<file path="config.mk">
export PLATFORM = sky130hd
export DESIGN_NAME = noc_block_top
export DESIGN_NICKNAME = d
export VERILOG_FILES = /design/src/rtl/backend_pkg.sv /design/src/rtl/backend_iface.sv /design/src/rtl/flush_fsm.sv /design/src/rtl/flush_port.sv /design/src/rtl/flush_timer.sv /design/src/rtl/noc_block_top.sv /design/src/rtl/reset_stretch.sv
export SDC_FILE = /design/constraint.sdc
export NUM_CORES = 1
export LEC_CHECK = 0
export ABC_AREA = 1
export BUFFER_PORTS_ARGS = -buffer_cell sky130_fd_sc_hd__buf_2
export CORE_AREA = 2 2 458 460
export CTS_CLUSTER_DIAMETER = 80
export DETAILED_ROUTE_END_ITERATION = 8
export DIE_AREA = 0 0 460 462
export PLACE_DENSITY_LB_ADDON = 0.05
export SYNTH_ARGS = -nofsm -noshare
export SYNTH_HDL_FRONTEND = slang
export SYNTH_SLANG_ARGS = --single-unit
</file>
<file path="constraint.sdc">
create_clock -name rfnoc_chdr_clk -period 4.5 [get_ports rfnoc_chdr_clk]
set_clock_uncertainty 0.05 [all_clocks]
set_input_delay 0.9 -clock rfnoc_chdr_clk [delete_from_list [all_inputs] [get_ports rfnoc_chdr_clk]]
set_output_delay 0.9 -clock rfnoc_chdr_clk [all_outputs]
set_load 0.02 [all_outputs]
</file>
<file path="src/rtl/backend_pkg.sv">
// --------------------------------------------------------------------------
// Backend package: config and status field layout, block constants, types
// --------------------------------------------------------------------------
`default_nettype none

package backend_pkg;

  // Block constants
  localparam int NUM_PORTS       = 2;
  localparam int PORT_DEPTH      = 4;
  localparam int PORT_PTR_WIDTH  = $clog2(PORT_DEPTH);
  localparam int RESET_LENGTH    = 32;
  localparam int RESET_CNT_WIDTH = $clog2(RESET_LENGTH + 1);
  localparam int CORE_VEC_WIDTH  = 512;

  localparam logic [7:0]  PROTO_VER = 8'd1;
  localparam logic [31:0] NOC_ID    = 32'h0B10_C0DE;
  localparam logic [5:0]  MTU       = 6'd10;

  // ------------------------------------------------------------------------
  // Config fields, infrastructure to block
  // ------------------------------------------------------------------------
  localparam int BEC_FLUSH_TIMEOUT_OFFSET = 0;
  localparam int BEC_FLUSH_TIMEOUT_WIDTH  = 32;
  localparam int BEC_FLUSH_EN_OFFSET      = 32;
  localparam int BEC_SOFT_RST_OFFSET      = 33;

  // ------------------------------------------------------------------------
  // Status fields, block to infrastructure
  // ------------------------------------------------------------------------
  localparam int BES_PROTO_VER_OFFSET       = 0;
  localparam int BES_PROTO_VER_WIDTH        = 8;
  localparam int BES_NUM_DATA_OFFSET        = 8;
  localparam int BES_NUM_DATA_WIDTH         = 6;
  localparam int BES_NOC_ID_OFFSET          = 14;
  localparam int BES_NOC_ID_WIDTH           = 32;
  localparam int BES_FLUSH_ACTIVE_OFFSET    = 46;
  localparam int BES_FLUSH_DONE_OFFSET      = 47;
  localparam int BES_DATA_MTU_OFFSET        = 48;
  localparam int BES_DATA_MTU_WIDTH         = 6;
  localparam int BES_FLUSH_TIMED_OUT_OFFSET = 54;
  localparam int BES_TOTAL_WIDTH            = 55;

  // Port count as it appears in the status field
  localparam logic [BES_NUM_DATA_WIDTH-1:0] NUM_DATA = BES_NUM_DATA_WIDTH'(NUM_PORTS);

  typedef logic [CORE_VEC_WIDTH-1:0]          core_vec_t;
  typedef logic [BEC_FLUSH_TIMEOUT_WIDTH-1:0] flush_timeout_t;
  typedef logic [31:0]                        port_data_t;
  typedef logic [NUM_PORTS-1:0]               port_mask_t;
  typedef logic [2:0]                         port_count_t;

  typedef enum logic [1:0] {
    FLUSH_IDLE,
    FLUSH_DRAIN,
    FLUSH_CLEAR,
    FLUSH_DONE
  } flush_state_t;

endpackage

`default_nettype wire

</file>
<file path="src/rtl/backend_iface.sv">
// --------------------------------------------------------------------------
// Backend interface: registers config fields, assembles the status vector
// --------------------------------------------------------------------------
`timescale 1ns/1ps
`default_nettype none

module backend_iface (
  input  wire                         rfnoc_chdr_clk,
  input  wire                         rst,
  input  backend_pkg::core_vec_t      rfnoc_core_config,
  output backend_pkg::core_vec_t      rfnoc_core_status,
  input  wire                         flush_active,
  input  wire                         flush_done,
  input  wire                         flush_timed_out,
  output logic                        flush_en,
  output backend_pkg::flush_timeout_t flush_timeout,
  output logic                        soft_rst_req
);

  logic flush_active_q;
  logic flush_done_q;
  logic flush_timed_out_q;

  // --------------------------------------------------------------------------
  // Config, infrastructure to block
  // --------------------------------------------------------------------------
  always_ff @(posedge rfnoc_chdr_clk) begin
    if (rst) begin
      flush_en      <= 1'b0;
      flush_timeout <= '0;
      soft_rst_req  <= 1'b0;
    end else begin
      flush_en      <= rfnoc_core_config[backend_pkg::BEC_FLUSH_EN_OFFSET];
      flush_timeout <= rfnoc_core_config[backend_pkg::BEC_FLUSH_TIMEOUT_OFFSET +:
                                         backend_pkg::BEC_FLUSH_TIMEOUT_WIDTH];
      soft_rst_req  <= rfnoc_core_config[backend_pkg::BEC_SOFT_RST_OFFSET];
    end
  end

  // --------------------------------------------------------------------------
  // Status, block to infrastructure
  // --------------------------------------------------------------------------
  always_ff @(posedge rfnoc_chdr_clk) begin
    if (rst) begin
      flush_active_q    <= 1'b0;
      flush_done_q      <= 1'b0;
      flush_timed_out_q <= 1'b0;
    end else begin
      flush_active_q    <= flush_active;
      flush_done_q      <= flush_done;
      flush_timed_out_q <= flush_timed_out;
    end
  end

  // Constant identity fields
  assign rfnoc_core_status[backend_pkg::BES_PROTO_VER_OFFSET +:
                           backend_pkg::BES_PROTO_VER_WIDTH] = backend_pkg::PROTO_VER;
  assign rfnoc_core_status[backend_pkg::BES_NUM_DATA_OFFSET +:
                           backend_pkg::BES_NUM_DATA_WIDTH] = backend_pkg::NUM_DATA;
  assign rfnoc_core_status[backend_pkg::BES_NOC_ID_OFFSET +:
                           backend_pkg::BES_NOC_ID_WIDTH] = backend_pkg::NOC_ID;
  assign rfnoc_core_status[backend_pkg::BES_DATA_MTU_OFFSET +:
                           backend_pkg::BES_DATA_MTU_WIDTH] = backend_pkg::MTU;

  // Flush flags, one cycle behind the state machine
  assign rfnoc_core_status[backend_pkg::BES_FLUSH_ACTIVE_OFFSET]    = flush_active_q;
  assign rfnoc_core_status[backend_pkg::BES_FLUSH_DONE_OFFSET]      = flush_done_q;
  assign rfnoc_core_status[backend_pkg::BES_FLUSH_TIMED_OUT_OFFSET] = flush_timed_out_q;

  // Unused upper bits
  assign rfnoc_core_status[backend_pkg::CORE_VEC_WIDTH-1:backend_pkg::BES_TOTAL_WIDTH] = '0;

endmodule

`default_nettype wire

</file>
<file path="src/rtl/flush_fsm.sv">
// --------------------------------------------------------------------------
// Flush FSM: drains the data ports, clears them if the timeout runs out
// --------------------------------------------------------------------------
`timescale 1ns/1ps
`default_nettype none

module flush_fsm (
  input  wire                     rfnoc_chdr_clk,
  input  wire                     rfnoc_chdr_rst,
  input  wire                     flush_en,
  input  backend_pkg::port_mask_t port_empty,
  input  wire                     timer_expired,
  output logic                    port_flush,
  output logic                    port_clear,
  output logic                    timer_start,
  output logic                    timer_cancel,
  output logic                    flush_active,
  output logic                    flush_done,
  output logic                    flush_timed_out
);

  backend_pkg::flush_state_t state;

  always_ff @(posedge rfnoc_chdr_clk) begin
    if (rfnoc_chdr_rst) begin
      state           <= backend_pkg::FLUSH_IDLE;
      timer_start     <= 1'b0;
      timer_cancel    <= 1'b0;
      flush_timed_out <= 1'b0;
    end else begin
      // Timer controls are single-cycle pulses
      timer_start  <= 1'b0;
      timer_cancel <= 1'b0;
      case (state)
        backend_pkg::FLUSH_IDLE: begin
          flush_timed_out <= 1'b0;
          if (flush_en) begin
            state       <= backend_pkg::FLUSH_DRAIN;
            timer_start <= 1'b1;
          end
        end
        backend_pkg::FLUSH_DRAIN: begin
          if (!flush_en) begin
            state        <= backend_pkg::FLUSH_IDLE;
            timer_cancel <= 1'b1;
          end else if (&port_empty) begin
            state        <= backend_pkg::FLUSH_DONE;
            timer_cancel <= 1'b1;
          end else if (timer_expired) begin
            state <= backend_pkg::FLUSH_CLEAR;
          end
        end
        backend_pkg::FLUSH_CLEAR: begin
          if (!flush_en) begin
            state <= backend_pkg::FLUSH_IDLE;
          end else begin
            state           <= backend_pkg::FLUSH_DONE;
            flush_timed_out <= 1'b1;
          end
        end
        backend_pkg::FLUSH_DONE: begin
          if (!flush_en) begin
            state           <= backend_pkg::FLUSH_IDLE;
            flush_timed_out <= 1'b0;
          end
        end
        default: state <= backend_pkg::FLUSH_IDLE;
      endcase
    end
  end

  // Ports keep dropping input until flush_en is released
  assign port_flush   = (state != backend_pkg::FLUSH_IDLE);
  assign port_clear   = (state == backend_pkg::FLUSH_CLEAR);
  assign flush_active = (state == backend_pkg::FLUSH_DRAIN) ||
                        (state == backend_pkg::FLUSH_CLEAR);
  assign flush_done   = (state == backend_pkg::FLUSH_DONE);

endmodule

`default_nettype wire

</file>
<file path="src/rtl/flush_port.sv">
// --------------------------------------------------------------------------
// Data port buffer: four-entry circular buffer with flush and clear
// --------------------------------------------------------------------------
`timescale 1ns/1ps
`default_nettype none

module flush_port (
  input  wire                     rfnoc_chdr_clk,
  input  wire                     rfnoc_chdr_rst,
  input  wire                     in_valid,
  input  backend_pkg::port_data_t in_data,
  input  wire                     out_pop,
  output logic                    out_valid,
  output backend_pkg::port_data_t out_data,
  input  wire                     port_flush,
  input  wire                     port_clear,
  output logic                    port_empty
);

  backend_pkg::port_data_t                mem [backend_pkg::PORT_DEPTH];
  logic [backend_pkg::PORT_PTR_WIDTH-1:0] wr_ptr;
  logic [backend_pkg::PORT_PTR_WIDTH-1:0] rd_ptr;
  backend_pkg::port_count_t               count;
  logic                                   wr_en;
  logic                                   rd_en;

  // Input is dropped while flushing or full
  assign wr_en = in_valid && !port_flush &&
                 (count != backend_pkg::port_count_t'(backend_pkg::PORT_DEPTH));
  assign rd_en = out_pop && (count != '0);

  always_ff @(posedge rfnoc_chdr_clk) begin
    if (wr_en) begin
      mem[wr_ptr] <= in_data;
    end
  end

  always_ff @(posedge rfnoc_chdr_clk) begin
    if (rfnoc_chdr_rst || port_clear) begin
      wr_ptr <= '0;
      rd_ptr <= '0;
      count  <= '0;
    end else begin
      if (wr_en) begin
        wr_ptr <= wr_ptr + 1'b1;
      end
      if (rd_en) begin
        rd_ptr <= rd_ptr + 1'b1;
      end
      // Fill count tracks both sides in the same cycle
      case ({wr_en, rd_en})
        2'b10:   count <= count + 1'b1;
        2'b01:   count <= count - 1'b1;
        default: count <= count;
      endcase
    end
  end

  assign out_valid  = (count != '0);
  assign out_data   = mem[rd_ptr];
  assign port_empty = (count == '0);

endmodule

`default_nettype wire

</file>
<file path="src/rtl/flush_timer.sv">
// --------------------------------------------------------------------------
// Flush timer: counts the timeout down and pulses once on expiry
// --------------------------------------------------------------------------
`timescale 1ns/1ps
`default_nettype none

module flush_timer (
  input  wire                         rfnoc_chdr_clk,
  input  wire                         rfnoc_chdr_rst,
  input  wire                         timer_start,
  input  wire                         timer_cancel,
  input  backend_pkg::flush_timeout_t flush_timeout,
  output logic                        timer_expired
);

  backend_pkg::flush_timeout_t count;
  logic                        armed;

  always_ff @(posedge rfnoc_chdr_clk) begin
    if (rfnoc_chdr_rst) begin
      count         <= '0;
      armed         <= 1'b0;
      timer_expired <= 1'b0;
    end else begin
      timer_expired <= 1'b0;
      if (timer_cancel) begin
        armed <= 1'b0;
      end else if (timer_start) begin
        count <= flush_timeout;
        armed <= 1'b1;
      end else if (armed) begin
        // Zero reached, fire once and disarm
        if (count == '0) begin
          armed         <= 1'b0;
          timer_expired <= 1'b1;
        end else begin
          count <= count - 1'b1;
        end
      end
    end
  end

endmodule

`default_nettype wire

</file>
<file path="src/rtl/noc_block_top.sv">
// --------------------------------------------------------------------------
// Block top: backend interface, reset stretcher, flush control, data ports
// --------------------------------------------------------------------------
`timescale 1ns/1ps
`default_nettype none

module noc_block_top (
  input  wire                                                 rfnoc_chdr_clk,
  input  wire                                                 rst,
  input  backend_pkg::core_vec_t                              rfnoc_core_config,
  output backend_pkg::core_vec_t                              rfnoc_core_status,
  output logic                                                rfnoc_chdr_rst,
  input  backend_pkg::port_mask_t                             in_valid,
  input  backend_pkg::port_data_t [backend_pkg::NUM_PORTS-1:0] in_data,
  input  backend_pkg::port_mask_t                             out_pop,
  output backend_pkg::port_mask_t                             out_valid,
  output backend_pkg::port_data_t [backend_pkg::NUM_PORTS-1:0] out_data
);

  logic                        flush_en;
  backend_pkg::flush_timeout_t flush_timeout;
  logic                        soft_rst_req;
  logic                        flush_active;
  logic                        flush_done;
  logic                        flush_timed_out;
  logic                        port_flush;
  logic                        port_clear;
  logic                        timer_start;
  logic                        timer_cancel;
  logic                        timer_expired;
  backend_pkg::port_mask_t     port_empty;

  backend_iface u_backend_iface (
    .rfnoc_chdr_clk    (rfnoc_chdr_clk),
    .rst               (rst),
    .rfnoc_core_config (rfnoc_core_config),
    .rfnoc_core_status (rfnoc_core_status),
    .flush_active      (flush_active),
    .flush_done        (flush_done),
    .flush_timed_out   (flush_timed_out),
    .flush_en          (flush_en),
    .flush_timeout     (flush_timeout),
    .soft_rst_req      (soft_rst_req)
  );

  reset_stretch u_reset_stretch (
    .rfnoc_chdr_clk (rfnoc_chdr_clk),
    .rst            (rst),
    .soft_rst_req   (soft_rst_req),
    .rfnoc_chdr_rst (rfnoc_chdr_rst)
  );

  flush_fsm u_flush_fsm (
    .rfnoc_chdr_clk  (rfnoc_chdr_clk),
    .rfnoc_chdr_rst  (rfnoc_chdr_rst),
    .flush_en        (flush_en),
    .port_empty      (port_empty),
    .timer_expired   (timer_expired),
    .port_flush      (port_flush),
    .port_clear      (port_clear),
    .timer_start     (timer_start),
    .timer_cancel    (timer_cancel),
    .flush_active    (flush_active),
    .flush_done      (flush_done),
    .flush_timed_out (flush_timed_out)
  );

  flush_timer u_flush_timer (
    .rfnoc_chdr_clk (rfnoc_chdr_clk),
    .rfnoc_chdr_rst (rfnoc_chdr_rst),
    .timer_start    (timer_start),
    .timer_cancel   (timer_cancel),
    .flush_timeout  (flush_timeout),
    .timer_expired  (timer_expired)
  );

  // One buffer per data port, all sharing the flush controls
  for (genvar i = 0; i < backend_pkg::NUM_PORTS; i++) begin : g_port
    flush_port u_flush_port (
      .rfnoc_chdr_clk (rfnoc_chdr_clk),
      .rfnoc_chdr_rst (rfnoc_chdr_rst),
      .in_valid       (in_valid[i]),
      .in_data        (in_data[i]),
      .out_pop        (out_pop[i]),
      .out_valid      (out_valid[i]),
      .out_data       (out_data[i]),
      .port_flush     (port_flush),
      .port_clear     (port_clear),
      .port_empty     (port_empty[i])
    );
  end

endmodule

`default_nettype wire

</file>
<file path="src/rtl/reset_stretch.sv">
// --------------------------------------------------------------------------
// Reset stretcher: soft reset request edge to a fixed-length block reset
// --------------------------------------------------------------------------
`timescale 1ns/1ps
`default_nettype none

module reset_stretch (
  input  wire  rfnoc_chdr_clk,
  input  wire  rst,
  input  wire  soft_rst_req,
  output logic rfnoc_chdr_rst
);

  logic                                   soft_rst_dly;
  logic                                   soft_rst_edge;
  logic [backend_pkg::RESET_CNT_WIDTH-1:0] rst_count;

  assign soft_rst_edge = soft_rst_req & ~soft_rst_dly;

  always_ff @(posedge rfnoc_chdr_clk) begin
    if (rst) begin
      soft_rst_dly <= 1'b0;
      rst_count    <= '0;
    end else begin
      soft_rst_dly <= soft_rst_req;
      // A new edge restarts the full length
      if (soft_rst_edge) begin
        rst_count <= backend_pkg::RESET_CNT_WIDTH'(backend_pkg::RESET_LENGTH);
      end else if (rst_count != '0) begin
        rst_count <= rst_count - 1'b1;
      end
    end
  end

  // Hard reset passes straight through
  assign rfnoc_chdr_rst = rst | (rst_count != '0);

endmodule

`default_nettype wire

</file>
== Word-level counts from Yosys, hierarchy flattened ==
Memories as Yosys holds them, arrays and structs flattened. A register that Yosys moved wholly into a read port is not among the register bits.
Cells that the tools add are included.
Storage, ports and cells
  register bits after elaboration: 97
  latch bits: 0
  bits in writable memories: 256
  ROM bits: 0
  output and inout bits: 579
  word-level logic and storage cells: 118
  memories kept: 2
Memory list
  g_port[0].u_flush_port.mem: depth 4, bits a word 32, rd ports 1, clocked after Yosys merged registers in 1, wr ports 1, line flush_port.sv:20  | backend_pkg::port_data_t mem [backend_pkg::PORT_DEPTH];
  g_port[1].u_flush_port.mem: depth 4, bits a word 32, rd ports 1, clocked after Yosys merged registers in 1, wr ports 1, line flush_port.sv:20
Cells by class
  add/sub/neg operators: 10
  multiply operators: 0
  div/mod/pow operators: 0
  magnitude comparators: 0
  eq/ne operators: 14
  shift operators: 0
  muxes and demuxes: 32
  bitwise gates (word level): 7
  reductions and logical operators: 31
Operator list (count)
  2-to-1 mux 32 bit: 3
  zero test 32 bit: 1
  subtractor 32 x 1 -> 32 bit (second input constant): 1
  2-to-1 mux 2 bit: 10
  2-to-1 mux 1 bit: 13
  2-to-1 mux 6 bit: 2
  case mux 3 bit (2 select lines): 2
  nonzero test 2 bit: 5
  AND reduction 3 bit: 3
  nonzero test 3 bit: 3
  adder 2 x 1 -> 2 bit (second input constant): 4
  == test 2 bit (second input constant): 4
  != test 2 bit (second input constant): 4
  case mux 2 bit (4 select lines): 1
  OR reduction 2 bit: 4
  adder 3 x 1 -> 3 bit (second input constant): 2
  == test 2 x 1 -> 1 bit (second input constant): 3
  logical AND 1 bit: 6
  zero test 3 bit: 2
  != test 3 bit (second input constant): 2
  nonzero test 6 bit: 1
  subtractor 3 x 1 -> 3 bit (second input constant): 2
  subtractor 6 x 1 -> 6 bit (second input constant): 1
  NOT 1 bit: 5
  9 further kinds: 10

== Depth between registers and ports, before layout ==
Gate-level depths: netlist (run 1).
  depth after elaboration: 6
  depth in mapped cells: 12

== Cells and area by module ==
From an unflattened synthesis (run 1), not the netlist that was laid out.
Second synthesis, totals
  cell total of the unflattened synthesis: 1945
  area total of the unflattened synthesis: 18743.0 sq um
Modules (own cells, without submodules)
  flush_port: times used 2, cells each 382, area an instance 5286.3 sq um, sequential area each 4023.9 sq um
  backend_iface: times used 1, cells each 629, area an instance 4919.7 sq um, sequential area each 740.7 sq um
  flush_timer: times used 1, cells each 458, area an instance 2568.7 sq um, sequential area each 680.7 sq um
  reset_stretch: times used 1, cells each 48, area an instance 347.8 sq um, sequential area each 140.1 sq um
  flush_fsm: times used 1, cells each 46, area an instance 334.1 sq um, sequential area each 100.1 sq um

== Worst setup path after synthesis (run 1) ==
Ideal clock, no wire load.
  path kind: input port to flip-flop
  start: input port in_valid[1]
  end: memory g_port[1].u_flush_port.mem[0][0] in the netlist's numbering (enable)
  library setup time: 0.421 ns
  data arrival time: 2.646 ns
  data required time: 4.029 ns
  slack: 1.383 ns
  stages on the path: 4
  buffers on the path: 0
  path through: nand2_1 nor2_1 clkinv_1 nor2_1
On the way
  word-level cells in the longest chain between the ends: 4
Ends and longest elaborated chain
  start: declaration: line noc_block_top.sv:13  | input backend_pkg::port_mask_t in_valid,
  logical AND 1 bit (2 in series): line flush_port.sv:28  | assign wr_en = in_valid && !port_flush &&
  2-to-1 mux 1 bit: line flush_port.sv:33  | if (wr_en) begin
  2-to-1 mux 1 bit (implied by the code): line flush_port.sv:34  | mem[wr_ptr] <= in_data;
  end: declaration: line flush_port.sv:20
No other way between the ends.

==> results of run 1 <==
[power by group through the flow]
stage / Sequential [W] / Clock [W] / Combinational (W)
6_report: 0.00398 / 0.00476 / 0.00208
5_1_grt: 0.00401 / 0.00512 / 0.00234
4_1_cts: 0.00398 / 0.00503 / 0.00219
3_5_place_dp: 0.00405 / 0 / 0.00218
3_3_place_gp: 0.00405 / 0 / 0.00219
2_1_floorplan: 0.00403 / 0 / 0.00167
[through the flow]
| step | utilization | area [um2] |
|---|---|---|
| after floorplan | - | 20400 |
| after global placement | 0.100 | 20800 |
| after detailed placement | 0.100 | 20800 |
| after CTS | 0.110 | 22900 |
| after global routing | 0.110 | 22900 |
| final | 0.110 | 22900 |
[worst max-delay path, stage by stage (launching register included)]
cell and delay (ns):
dfxtp_2 0.33, buf_4 0.62, o21ai_0 0.26, o22ai_1 0.41
buf_2 0.25
[cell usage in the layout, fill, tap and decap left out, types with 12 or more instances in the layout]
| cell | n |
|---|---|
| a21oi_1 | 22 |
| buf_2 | 173 |
| buf_4 | 23 |
| clkbuf_1 | 12 |
| clkbuf_16 | 61 |
| clkinv_1 | 13 |
| conb_1 | 509 |
| dfxtp_1 | 98 |
| edfxtp_1 | 256 |
| ha_1 | 18 |
| inv_1 | 120 |
| nand2_1 | 175 |
| nand3_1 | 48 |
| nor2_1 | 284 |
| nor2_4 | 14 |
| o21ai_0 | 150 |
| o22ai_1 | 65 |
[state kept, by name, summed over array words and instances (netlist names), named ones only]
| register | cells |
|---|---|
| u_backend_iface.soft_rst_req | 1 |
| u_backend_iface.flush_en | 1 |
| u_backend_iface.flush_timeout | 32 |
| u_backend_iface.flush_done_q | 1 |
| u_reset_stretch.soft_rst_dly | 1 |
| g_port.u_flush_port.count | 6 |
| u_flush_timer.count | 32 |
| g_port.u_flush_port.mem | 256 |
| u_flush_fsm.flush_timed_out | 1 |
| u_flush_timer.armed | 1 |
| u_flush_fsm.timer_start | 1 |
| g_port.u_flush_port.wr_ptr | 4 |
| g_port.u_flush_port.rd_ptr | 4 |
| u_flush_fsm.timer_cancel | 1 |
| u_reset_stretch.rst_count | 6 |
| u_backend_iface.flush_active_q | 1 |
| u_flush_timer.timer_expired | 1 |
| u_flush_fsm.state | 2 |
| u_backend_iface.flush_timed_out_q | 1 |
[metal layers]
layer / vias to the layer above / track usage
li1: 5686 / -
met1: 5627 / 0.0687
met2: 520 / 0.0940
met3: 102 / 0.0155
met4: 8 / 0.0192
met5: - / 0
[final cells by class]
cell class              instances  area [um2]  area share
flip-flops and latches        357        9710       0.425
multi-input cells            1363        6160       0.269
clock inverters                34         414      0.0181
clock buffers                  75        1600      0.0699
repair buffers                199        1100      0.0480
diodes                          4        10.0    0.000438
inverters                     127         477      0.0208
well taps                    2720        3400       0.149
[worst max-delay path by stage]
stage	depth (start not counted)	endpoint	slack, ns
after floorplan	4	g_port[1].u_flush_port.mem[0][0]	1.38
after global placement	6	g_port[1].u_flush_port.mem[0][8]	1.40
after detailed placement	6	g_port[1].u_flush_port.mem[3][7]	1.37
after CTS	4	out_data[28]	0.80
after global routing	4	out_data[28]	0.71
final	4	out_data[28]	0.98
[cell families (layout without fill, tap and decap cells)]
| kind of cell | count (synthesis) | in the layout | share of synthesized area |
|---|---|---|---|
| adders and majority gates | 20 | 20 | 0.0143 |
| AOI/OAI and AO/OA | 266 | 266 | 0.0800 |
| DFF | 357 | 357 | 0.524 |
| and+or+nand+nor | 558 | 558 | 0.127 |
| buffers and inverters | 699 | 435 | 0.249 |
| other | 2 | 513 | 0.000406 |
| xor gates and xnor gates | 10 | 10 | 0.00473 |
[Yosys cell counts, types with 4 or more instances]
cell type  number
nor2_4          6
a21oi_2         8
clkbuf_1       39
o21bai_1        7
xor2_1          7
nand2_1       175
nand3_1        48
buf_2           6
buf_1           7
o22ai_1        65
buf_4         514
nor2_2          8
nand4_1         5
o21ai_0       150
buf_6           5
ha_1           18
nor2_1        292
a21oi_1        22
clkinv_1        4
o21ai_1         9
edfxtp_1      256
inv_1         120
dfxtp_1       101
nor3_1          4
==> impl_metrics.ini, run 1 <==
[route]
antenna_left = 0
route.met3.wl_um = 3750
drt-pass1-iter-count = 5
routed_via_density = 2.45
drtIter0Drc = 474
wl_met2_um = 29800
top_layer_used = met5
wl_um = 62200
drc = 0
wl_met1_um = 26900
routedWlPerCell_um = 12.7
vias = 11900

[cells_and_area]
nets = 2710
final_cells = 4879
final.fill_count = 23900
final_layout_size_suffix_gt1_frac = 0.156
syn2layout_area_growth_pct = 23.5

[global_routing]
grt_max_degree = 65
grt_util_all_layers = 0.0561
gr-total-overflow = 0
grt_pass1_vias = 11400
grt_antenna_before_repair = 21
grt_pass1_wl_um = 84800

[pwr]
swShare = 0.320
p_leak_nw = 8.95
intPower_w = 0.00735
ir_drop_mv = 0.272
power_density_mw_per_mm2 = 473
p_clk_frac = 0.440
finalPower_w = 0.0108
pwr-share-seq = 0.368
p_sw_w = 0.00346
p_comb_frac = 0.192

[clock_tree]
cts-resized-gates = 0
h-tree-depth = 2
ctsLongestPathBuffers = 3
cts_sinks = 357
clkSlewWorstSetupHoldPaths_ns = 0.05
root_buffer = clkbuf_16
clock_latency_ns = 0.66
ctsHoldBuffers = 0
numCtsBuffers = 60
cts_tree = yes
cts_setup_buffers = 0

[worst_setup_path]
r2r_slack_ns = 1.71
start_kind = register
r2r-end = g_port[1].u_flush_port.mem[3][6]
r2r-start = u_flush_fsm.state[0]
worstPathArrival_ns = 2.57
worstPathRequired_ns = 3.55
reg2regPathDepth = 7
critical_path_class = register to output pin
cp-end-kind = output pin
critPathMaxFanout = 64

[floorplanning]
start_util = 0.0890
fp.dieH_um = 462
design.core.area_mm2 = 0.208
ios = 1161
die-area_mm2 = 0.213
die-width_um = 460
fp-row-count = 168

[sta]
finalWorstSetupSlack_ns = 0.983
hold_viol = 0
period_needed_ns = 3.52
fmax_mhz = 284
period_share = 0.782
setup_violations = 0
setup_tns_ns = 0
whs_ns = 0.382
rsz0062_at_grt = false
relSlewSlack = 0.426
drv_slew = 0
tightestPinTransition_ns = 0.861

[yosys]
synth_warnings = 0
syn_inst = 1912
async_flop_share = 0
netlist_area_mm2 = 0.0185
synth_area_leaders = edfxtp_1 (42%), buf_4 (21%), dfxtp_1 (11%), nor2_1 (5.9%), o21ai_0 (4.1%)
netlist.area_leader.share = 0.415
synth_top_area_cell = edfxtp_1
seq_area_frac_synth = 0.524
syn_avg_cell_area_um2 = 9.68
synth-edff-count = 256
synth_ff_type = edfxtp_1
synth_cell_types = 44
ys_seq_elements = 357

[worst_hold_path]
hold_path_end = u_reset_stretch.soft_rst_dly
hold_path_class = register to register
worstHoldStart = u_backend_iface.soft_rst_req
whs_path_depth = 2

[placed_design]
numPortBuffers = 173
hpwl_um = 41000
gp_congestion = 0.642
dp_cells = 4766
pre_cts_slack_ns = 1.37

[run]
drv_cap = 0

[run_status]
status = finished, final reports clean
(Power assumes the default switching activity.)
==> run 2: changes to the inputs <==
- ABC_AREA: 1 -> 0
- CORE_AREA: 2 2 458 460 -> 2 2 449 451
- DIE_AREA: 0 0 460 462 -> 0 0 451 453
- clock period: 4.5 -> 3.05 ns (I/O delays scaled with it)
==> impl_metrics.ini, run 2 <==
[sta]
period_share = 0.932
fmax_mhz = 352
period_needed_ns = 2.84
drv_slew = 0
setup_violations = 0
tightestPinTransition_ns = 0.837
hold_viol = 0
relSlewSlack = 0.442
rsz0062_at_grt = false
setup_tns_ns = 0

[cells_and_area]
seq_area_mm2 = 0.00972
multi_input_area_mm2 = 0.00574
final_area_mm2 = 0.0225
final_cell_mix = conb_1 (509), edfxtp_1 (256), buf_2 (173)
largest_reg_flops = 256
reg.largest.list = g_port.u_flush_port.mem: 256 flops, u_backend_iface.flush_timeout: 32 flops, u_flush_timer.count: 32 flops
final_layout_size_suffix_gt1_frac = 0.242
nets = 2247
largest_register = g_port.u_flush_port.mem
final_common_cell = conb_1
syn2layout_area_growth_pct = 27.1
final.fill_count = 22700

[yosys]
synth_top_cells_by_count = buf_4 (515), edfxtp_1 (256), dfxtp_1 (101)
netlist_area_mm2 = 0.0177
syn_inst = 1394
synth_area_leaders = edfxtp_1 (44%), buf_4 (22%), dfxtp_1 (11%), mux4_2 (8.2%), nor2b_1 (1.4%)
netlist.area_leader.share = 0.435
syn_avg_cell_area_um2 = 12.7
muxShareOfSynthArea = 0.0827
synth-edff-count = 256
synthXorXnorAreaFrac = 0.00843
ys_seq_elements = 357
synthAdderAreaFrac = 0.0150
synth_cell_types = 60
synth_most_common_cell = buf_4
synth_warnings = 0
async_flop_share = 0
synth_top_family_by_area = buffers and inverters
seq_area_frac_synth = 0.549
synth_top_area_cell = edfxtp_1
synthSimpleGateAreaFrac = 0.0666
synth_ff_type = edfxtp_1
synth_compound_area_frac = 0.0431

[global_routing]
gr-total-overflow = 0
grt_antenna_before_repair = 18
grt_pass1_vias = 9759
grt_pass1_wl_um = 76600
grt_max_degree = 56
grt_util_all_layers = 0.0527

[worst_setup_path]
worstPathRequired_ns = 2.39
timing.critical_path.cells = bufbuf_16 > mux4_2 > buf_2
cp_num_buf_inv = 2
critPathMaxFanout = 11
critical_path_class = register to output pin
crit_family = buffers and inverters
slowest_stage = mux4_2
start_kind = register
crit_path_max_incr_delay_ns = 0.50
worstPathArrival_ns = 2.18
r2r-start = u_flush_timer.count[0]
cp-end-kind = output pin

[pwr]
finalPower_w = 0.0149
power_density_mw_per_mm2 = 664
p_sw_w = 0.00455
ir_drop_mv = 0.389
p_leak_nw = 8.07
intPower_w = 0.0103
pwr-share-seq = 0.381
p_clk_frac = 0.451
swShare = 0.306
p_comb_frac = 0.168

[route]
drc = 0
drt-pass1-iter-count = 5
vias = 9895
routed_via_density = 2.27
antenna_left = 0
wl_um = 56000
routedWlPerCell_um = 12.9
drtIter0Drc = 283

[worst_hold_path]
worstHoldStart = in_data[63]
hold_path_class = primary input to register

[placed_design]
numPortBuffers = 173
hpwl_um = 38400
post_dp_cell_area_mm2 = 0.0204
gp_congestion = 0.630

[floorplanning]
ios = 1161
die-width_um = 451
fp.dieH_um = 453
fp-row-count = 164
design.core.area_mm2 = 0.199
start_util = 0.0887
die-area_mm2 = 0.204

[clock_tree]
h-tree-depth = 2
ctsLongestPathBuffers = 3
cts_sinks = 357
cts_tree = yes
numCtsBuffers = 61
clkSlewWorstSetupHoldPaths_ns = 0.05
root_buffer = clkbuf_16
clock_latency_ns = 0.66

[run_status]
status = finished, final reports clean

[run]
drv_cap = 0
[run 2: changes by cell type in the layout (fill, tap and decap cells not counted), moves of 19 or more]
cell / previous run / this run
nor2_1: 284 / 61
o21ai_0: 150 / 24
nand2_1: 175 / 52
inv_1: 120 / 25
o22ai_1: 65 / 0
mux4_2: 0 / 64
nand3_1: 48 / 6
nor2b_1: 0 / 39
a21oi_1: 22 / 42
buf_4: 23 / 42
[run 2: kinds of logic after synthesis]
logic type                 count (synthesis)
buffers and inverters                    581
DFF                                      357
and+or+nand+nor                          231
AOI/OAI and AO/OA                        120
muxes                                     66
adders and majority gates                 20
xor gates and xnor gates                  17
other                                      2
[run 2: worst paths after layout]
path	to	slack, ns	cells after the start
max reg2reg	u_flush_timer.count[0]	0.42	7
min	g_port[1].u_flush_port.mem[0][31]	0.10	1
min reg2reg	u_flush_fsm.flush_timed_out	0.41	2
max	out_data[34]	0.21	3
[run 2: layout make-up]
type	count	area share
multi-input combinational	963	0.255
antenna	1	0.000111
clock inverter	37	0.0156
tap	2656	0.148
inverter	25	0.00418
sequential	357	0.433
timing repair buffer	237	0.0719
clock buffer	76	0.0719
[run 2: repair_timing]
action,in CTS,in global routing
gates resized for setup,2,0
setup endpoints to repair,18,1
hold endpoints to repair,8,0
hold buffers,2,0
gates cloned,1,0
buffers inserted,0,4
[run 2: worst reg2reg max path: stages (launching register included)]
cell and delay [ns]:
dfxtp_1 0.31, inv_1 0.10, ha_1 0.19, or4b_2 0.74
nor2_1 0.21, nand3_1 0.21, o21a_4 0.40, a221oi_1 0.34
[run 2: power by group through the flow]
stage	Combinational [W]	Sequential, W	Clock [W]
after floorplan	0.00212	0.00574	0
after global placement	0.00261	0.00578	0
after detailed placement	0.00260	0.00578	0
after CTS	0.00262	0.00569	0.00715
after global routing	0.00276	0.00571	0.00729
final	0.00250	0.00568	0.00673
[run 2: layer usage]
layer / routed length (um) / global-route usage / vias up
li1: - / - / 4396
met1: 22200 / 0.0612 / 4831
met2: 27700 / 0.0901 / 556
met3: 4320 / 0.0156 / 108
met4: 1740 / 0.0216 / 4
met5: 21 / 0 / -
[run 2: stage by stage]
stage | worst slack (ns) | utilization | hold slack, ns | std cells
after global routing | 0.0439 | 0.113 | 0.0366 | 4352
after global placement | 0.382 | 0.102 | 0.412 | 4231
final | 0.209 | 0.113 | 0.101 | 4352
after detailed placement | 0.331 | 0.102 | 0.403 | 4231
after CTS | 0.0110 | 0.113 | 0.0000603 | 4347
after floorplan | 0.631 | - | 0.387 | 1901
==> run 3: changes to the inputs <==
- CTS_BUF_LIST: unset -> sky130_fd_sc_hd__clkbuf_4 sky130_fd_sc_hd__clkbuf_8 sky130_fd_sc_hd__clkbuf_16
==> impl_metrics.ini, run 3 (synthesized netlist as in run 2, its figures left out) <==
[floorplanning]
die-width_um = 451
start_util = 0.0887
fp.dieH_um = 453
design.core.area_mm2 = 0.199
ios = 1161
fp-row-count = 164
die-area_mm2 = 0.204

[global_routing]
gr-total-overflow = 0
grt_pass1_wl_um = 76600
grt_pass1_vias = 9764
grt_max_degree = 56
grt_util_all_layers = 0.0527
grt_antenna_before_repair = 18

[worst_setup_path]
worstPathArrival_ns = 2.17
start_kind = register
critical_path_class = register to output pin
cp-end-kind = output pin
worstPathRequired_ns = 2.39
critPathMaxFanout = 11

[clock_tree]
ctsLongestPathBuffers = 3
numCtsBuffers = 61
clock_latency_ns = 0.66
clkSlewWorstSetupHoldPaths_ns = 0.06
h-tree-depth = 2
root_buffer = clkbuf_16
cts_sinks = 357
cts_tree = yes

[route]
vias = 9869
routedWlPerCell_um = 12.9
drc = 0
drtIter0Drc = 302
drt-pass1-iter-count = 4
antenna_left = 0
wl_um = 56000
routed_via_density = 2.27

[sta]
rsz0062_at_grt = false
setup_tns_ns = 0
period_share = 0.929
hold_viol = 0
period_needed_ns = 2.83
whs_ns = 0.101
relSlewSlack = 0.440
tightestPinTransition_ns = 0.840
drv_slew = 0
fmax_mhz = 353
setup_violations = 0

[placed_design]
numPortBuffers = 173
gp_congestion = 0.630
hpwl_um = 38400

[pwr]
pwr-share-seq = 0.378
intPower_w = 0.0105
p_sw_w = 0.00456
ir_drop_mv = 0.389
power_density_mw_per_mm2 = 668
p_comb_frac = 0.166
swShare = 0.304
p_clk_frac = 0.456
p_leak_nw = 8.12

[worst_hold_path]
hold_path_class = primary input to register

[cells_and_area]
final_common_cell = conb_1
final_layout_size_suffix_gt1_frac = 0.250
seq_area_mm2 = 0.00972
multi_input_area_mm2 = 0.00574
nets = 2247
final_cell_mix = conb_1 (509), edfxtp_1 (256), buf_2 (173)
largest_register = g_port.u_flush_port.mem
final.fill_count = 22700
largest_reg_flops = 256
reg.largest.list = g_port.u_flush_port.mem: 256 flops, u_backend_iface.flush_timeout: 32 flops, u_flush_timer.count: 32 flops
syn2layout_area_growth_pct = 27.4

[run_status]
status = finished, final reports clean

[run]
drv_cap = 0
## run 3: layout make-up
class                      count  share of cell area
sequential                   357               0.432
multi-input combinational    963               0.255
tap                         2656               0.148
clock buffer                  76              0.0739
timing repair buffer         237              0.0717
clock inverter                37              0.0156
inverter                      25             0.00417
antenna                        1            0.000111
## run 3: critical path, cell delays in order (launching register included)
cell and delay (ns):
dfxtp_4 0.46, bufbuf_16 0.35, mux4_2 0.50, buf_2 0.19
## run 3: per-layer routing
layer	vias to the layer above	global-route usage	wire length [um]
li1	4401	-	-
met1	4807	0.0611	22200
met2	550	0.0903	27700
met3	107	0.0156	4360
met4	4	0.0216	1750
met5	-	0	21
## run 3: power by group through the flow
stage / registers (W) / logic [W] / clock network [W]
after floorplan: 0.00574 / 0.00212 / 0
after global placement: 0.00578 / 0.00261 / 0
after detailed placement: 0.00578 / 0.00260 / 0
after CTS: 0.00569 / 0.00262 / 0.00727
after global routing: 0.00571 / 0.00276 / 0.00740
final: 0.00568 / 0.00250 / 0.00685
## run 3: per-stage QoR
| step | utilization | cells | setup slack, ns | area, um2 | power, W |
|---|---|---|---|---|---|
| detailed placement | 0.102 | 4231 | 0.331 | 20400 | 0.00838 |
| floorplan | - | 1901 | 0.631 | 19600 | 0.00786 |
| CTS | 0.113 | 4347 | 0.0115 | 22500 | 0.0156 |
| global route | 0.113 | 4352 | 0.0447 | 22500 | 0.0159 |
| finish | 0.113 | 4352 | 0.216 | 22500 | 0.0150 |
| global placement | 0.102 | 4231 | 0.382 | 20400 | 0.00839 |
## run 3: worst paths after layout
kind | start | end | slack [ns] | cells after the start
worst max-delay path | register | out_data[34] | 0.22 | 3
worst min-delay path | in_data[29] | g_port[0].u_flush_port.mem[3][29] | 0.10 | 1
worst max register to register | u_flush_timer.count[0] | u_flush_timer.count[0] | 0.40 | 7
worst min register to register | u_flush_fsm.flush_timed_out | u_flush_fsm.flush_timed_out | 0.41 | 2
## run 3: timing repair
item,CTS,global route
resized for setup,2,0
cloned,1,0
hold endpoints to repair,8,0
setup buffers,0,4
endpoints found under the setup margin,18,1
hold buffers,2,0
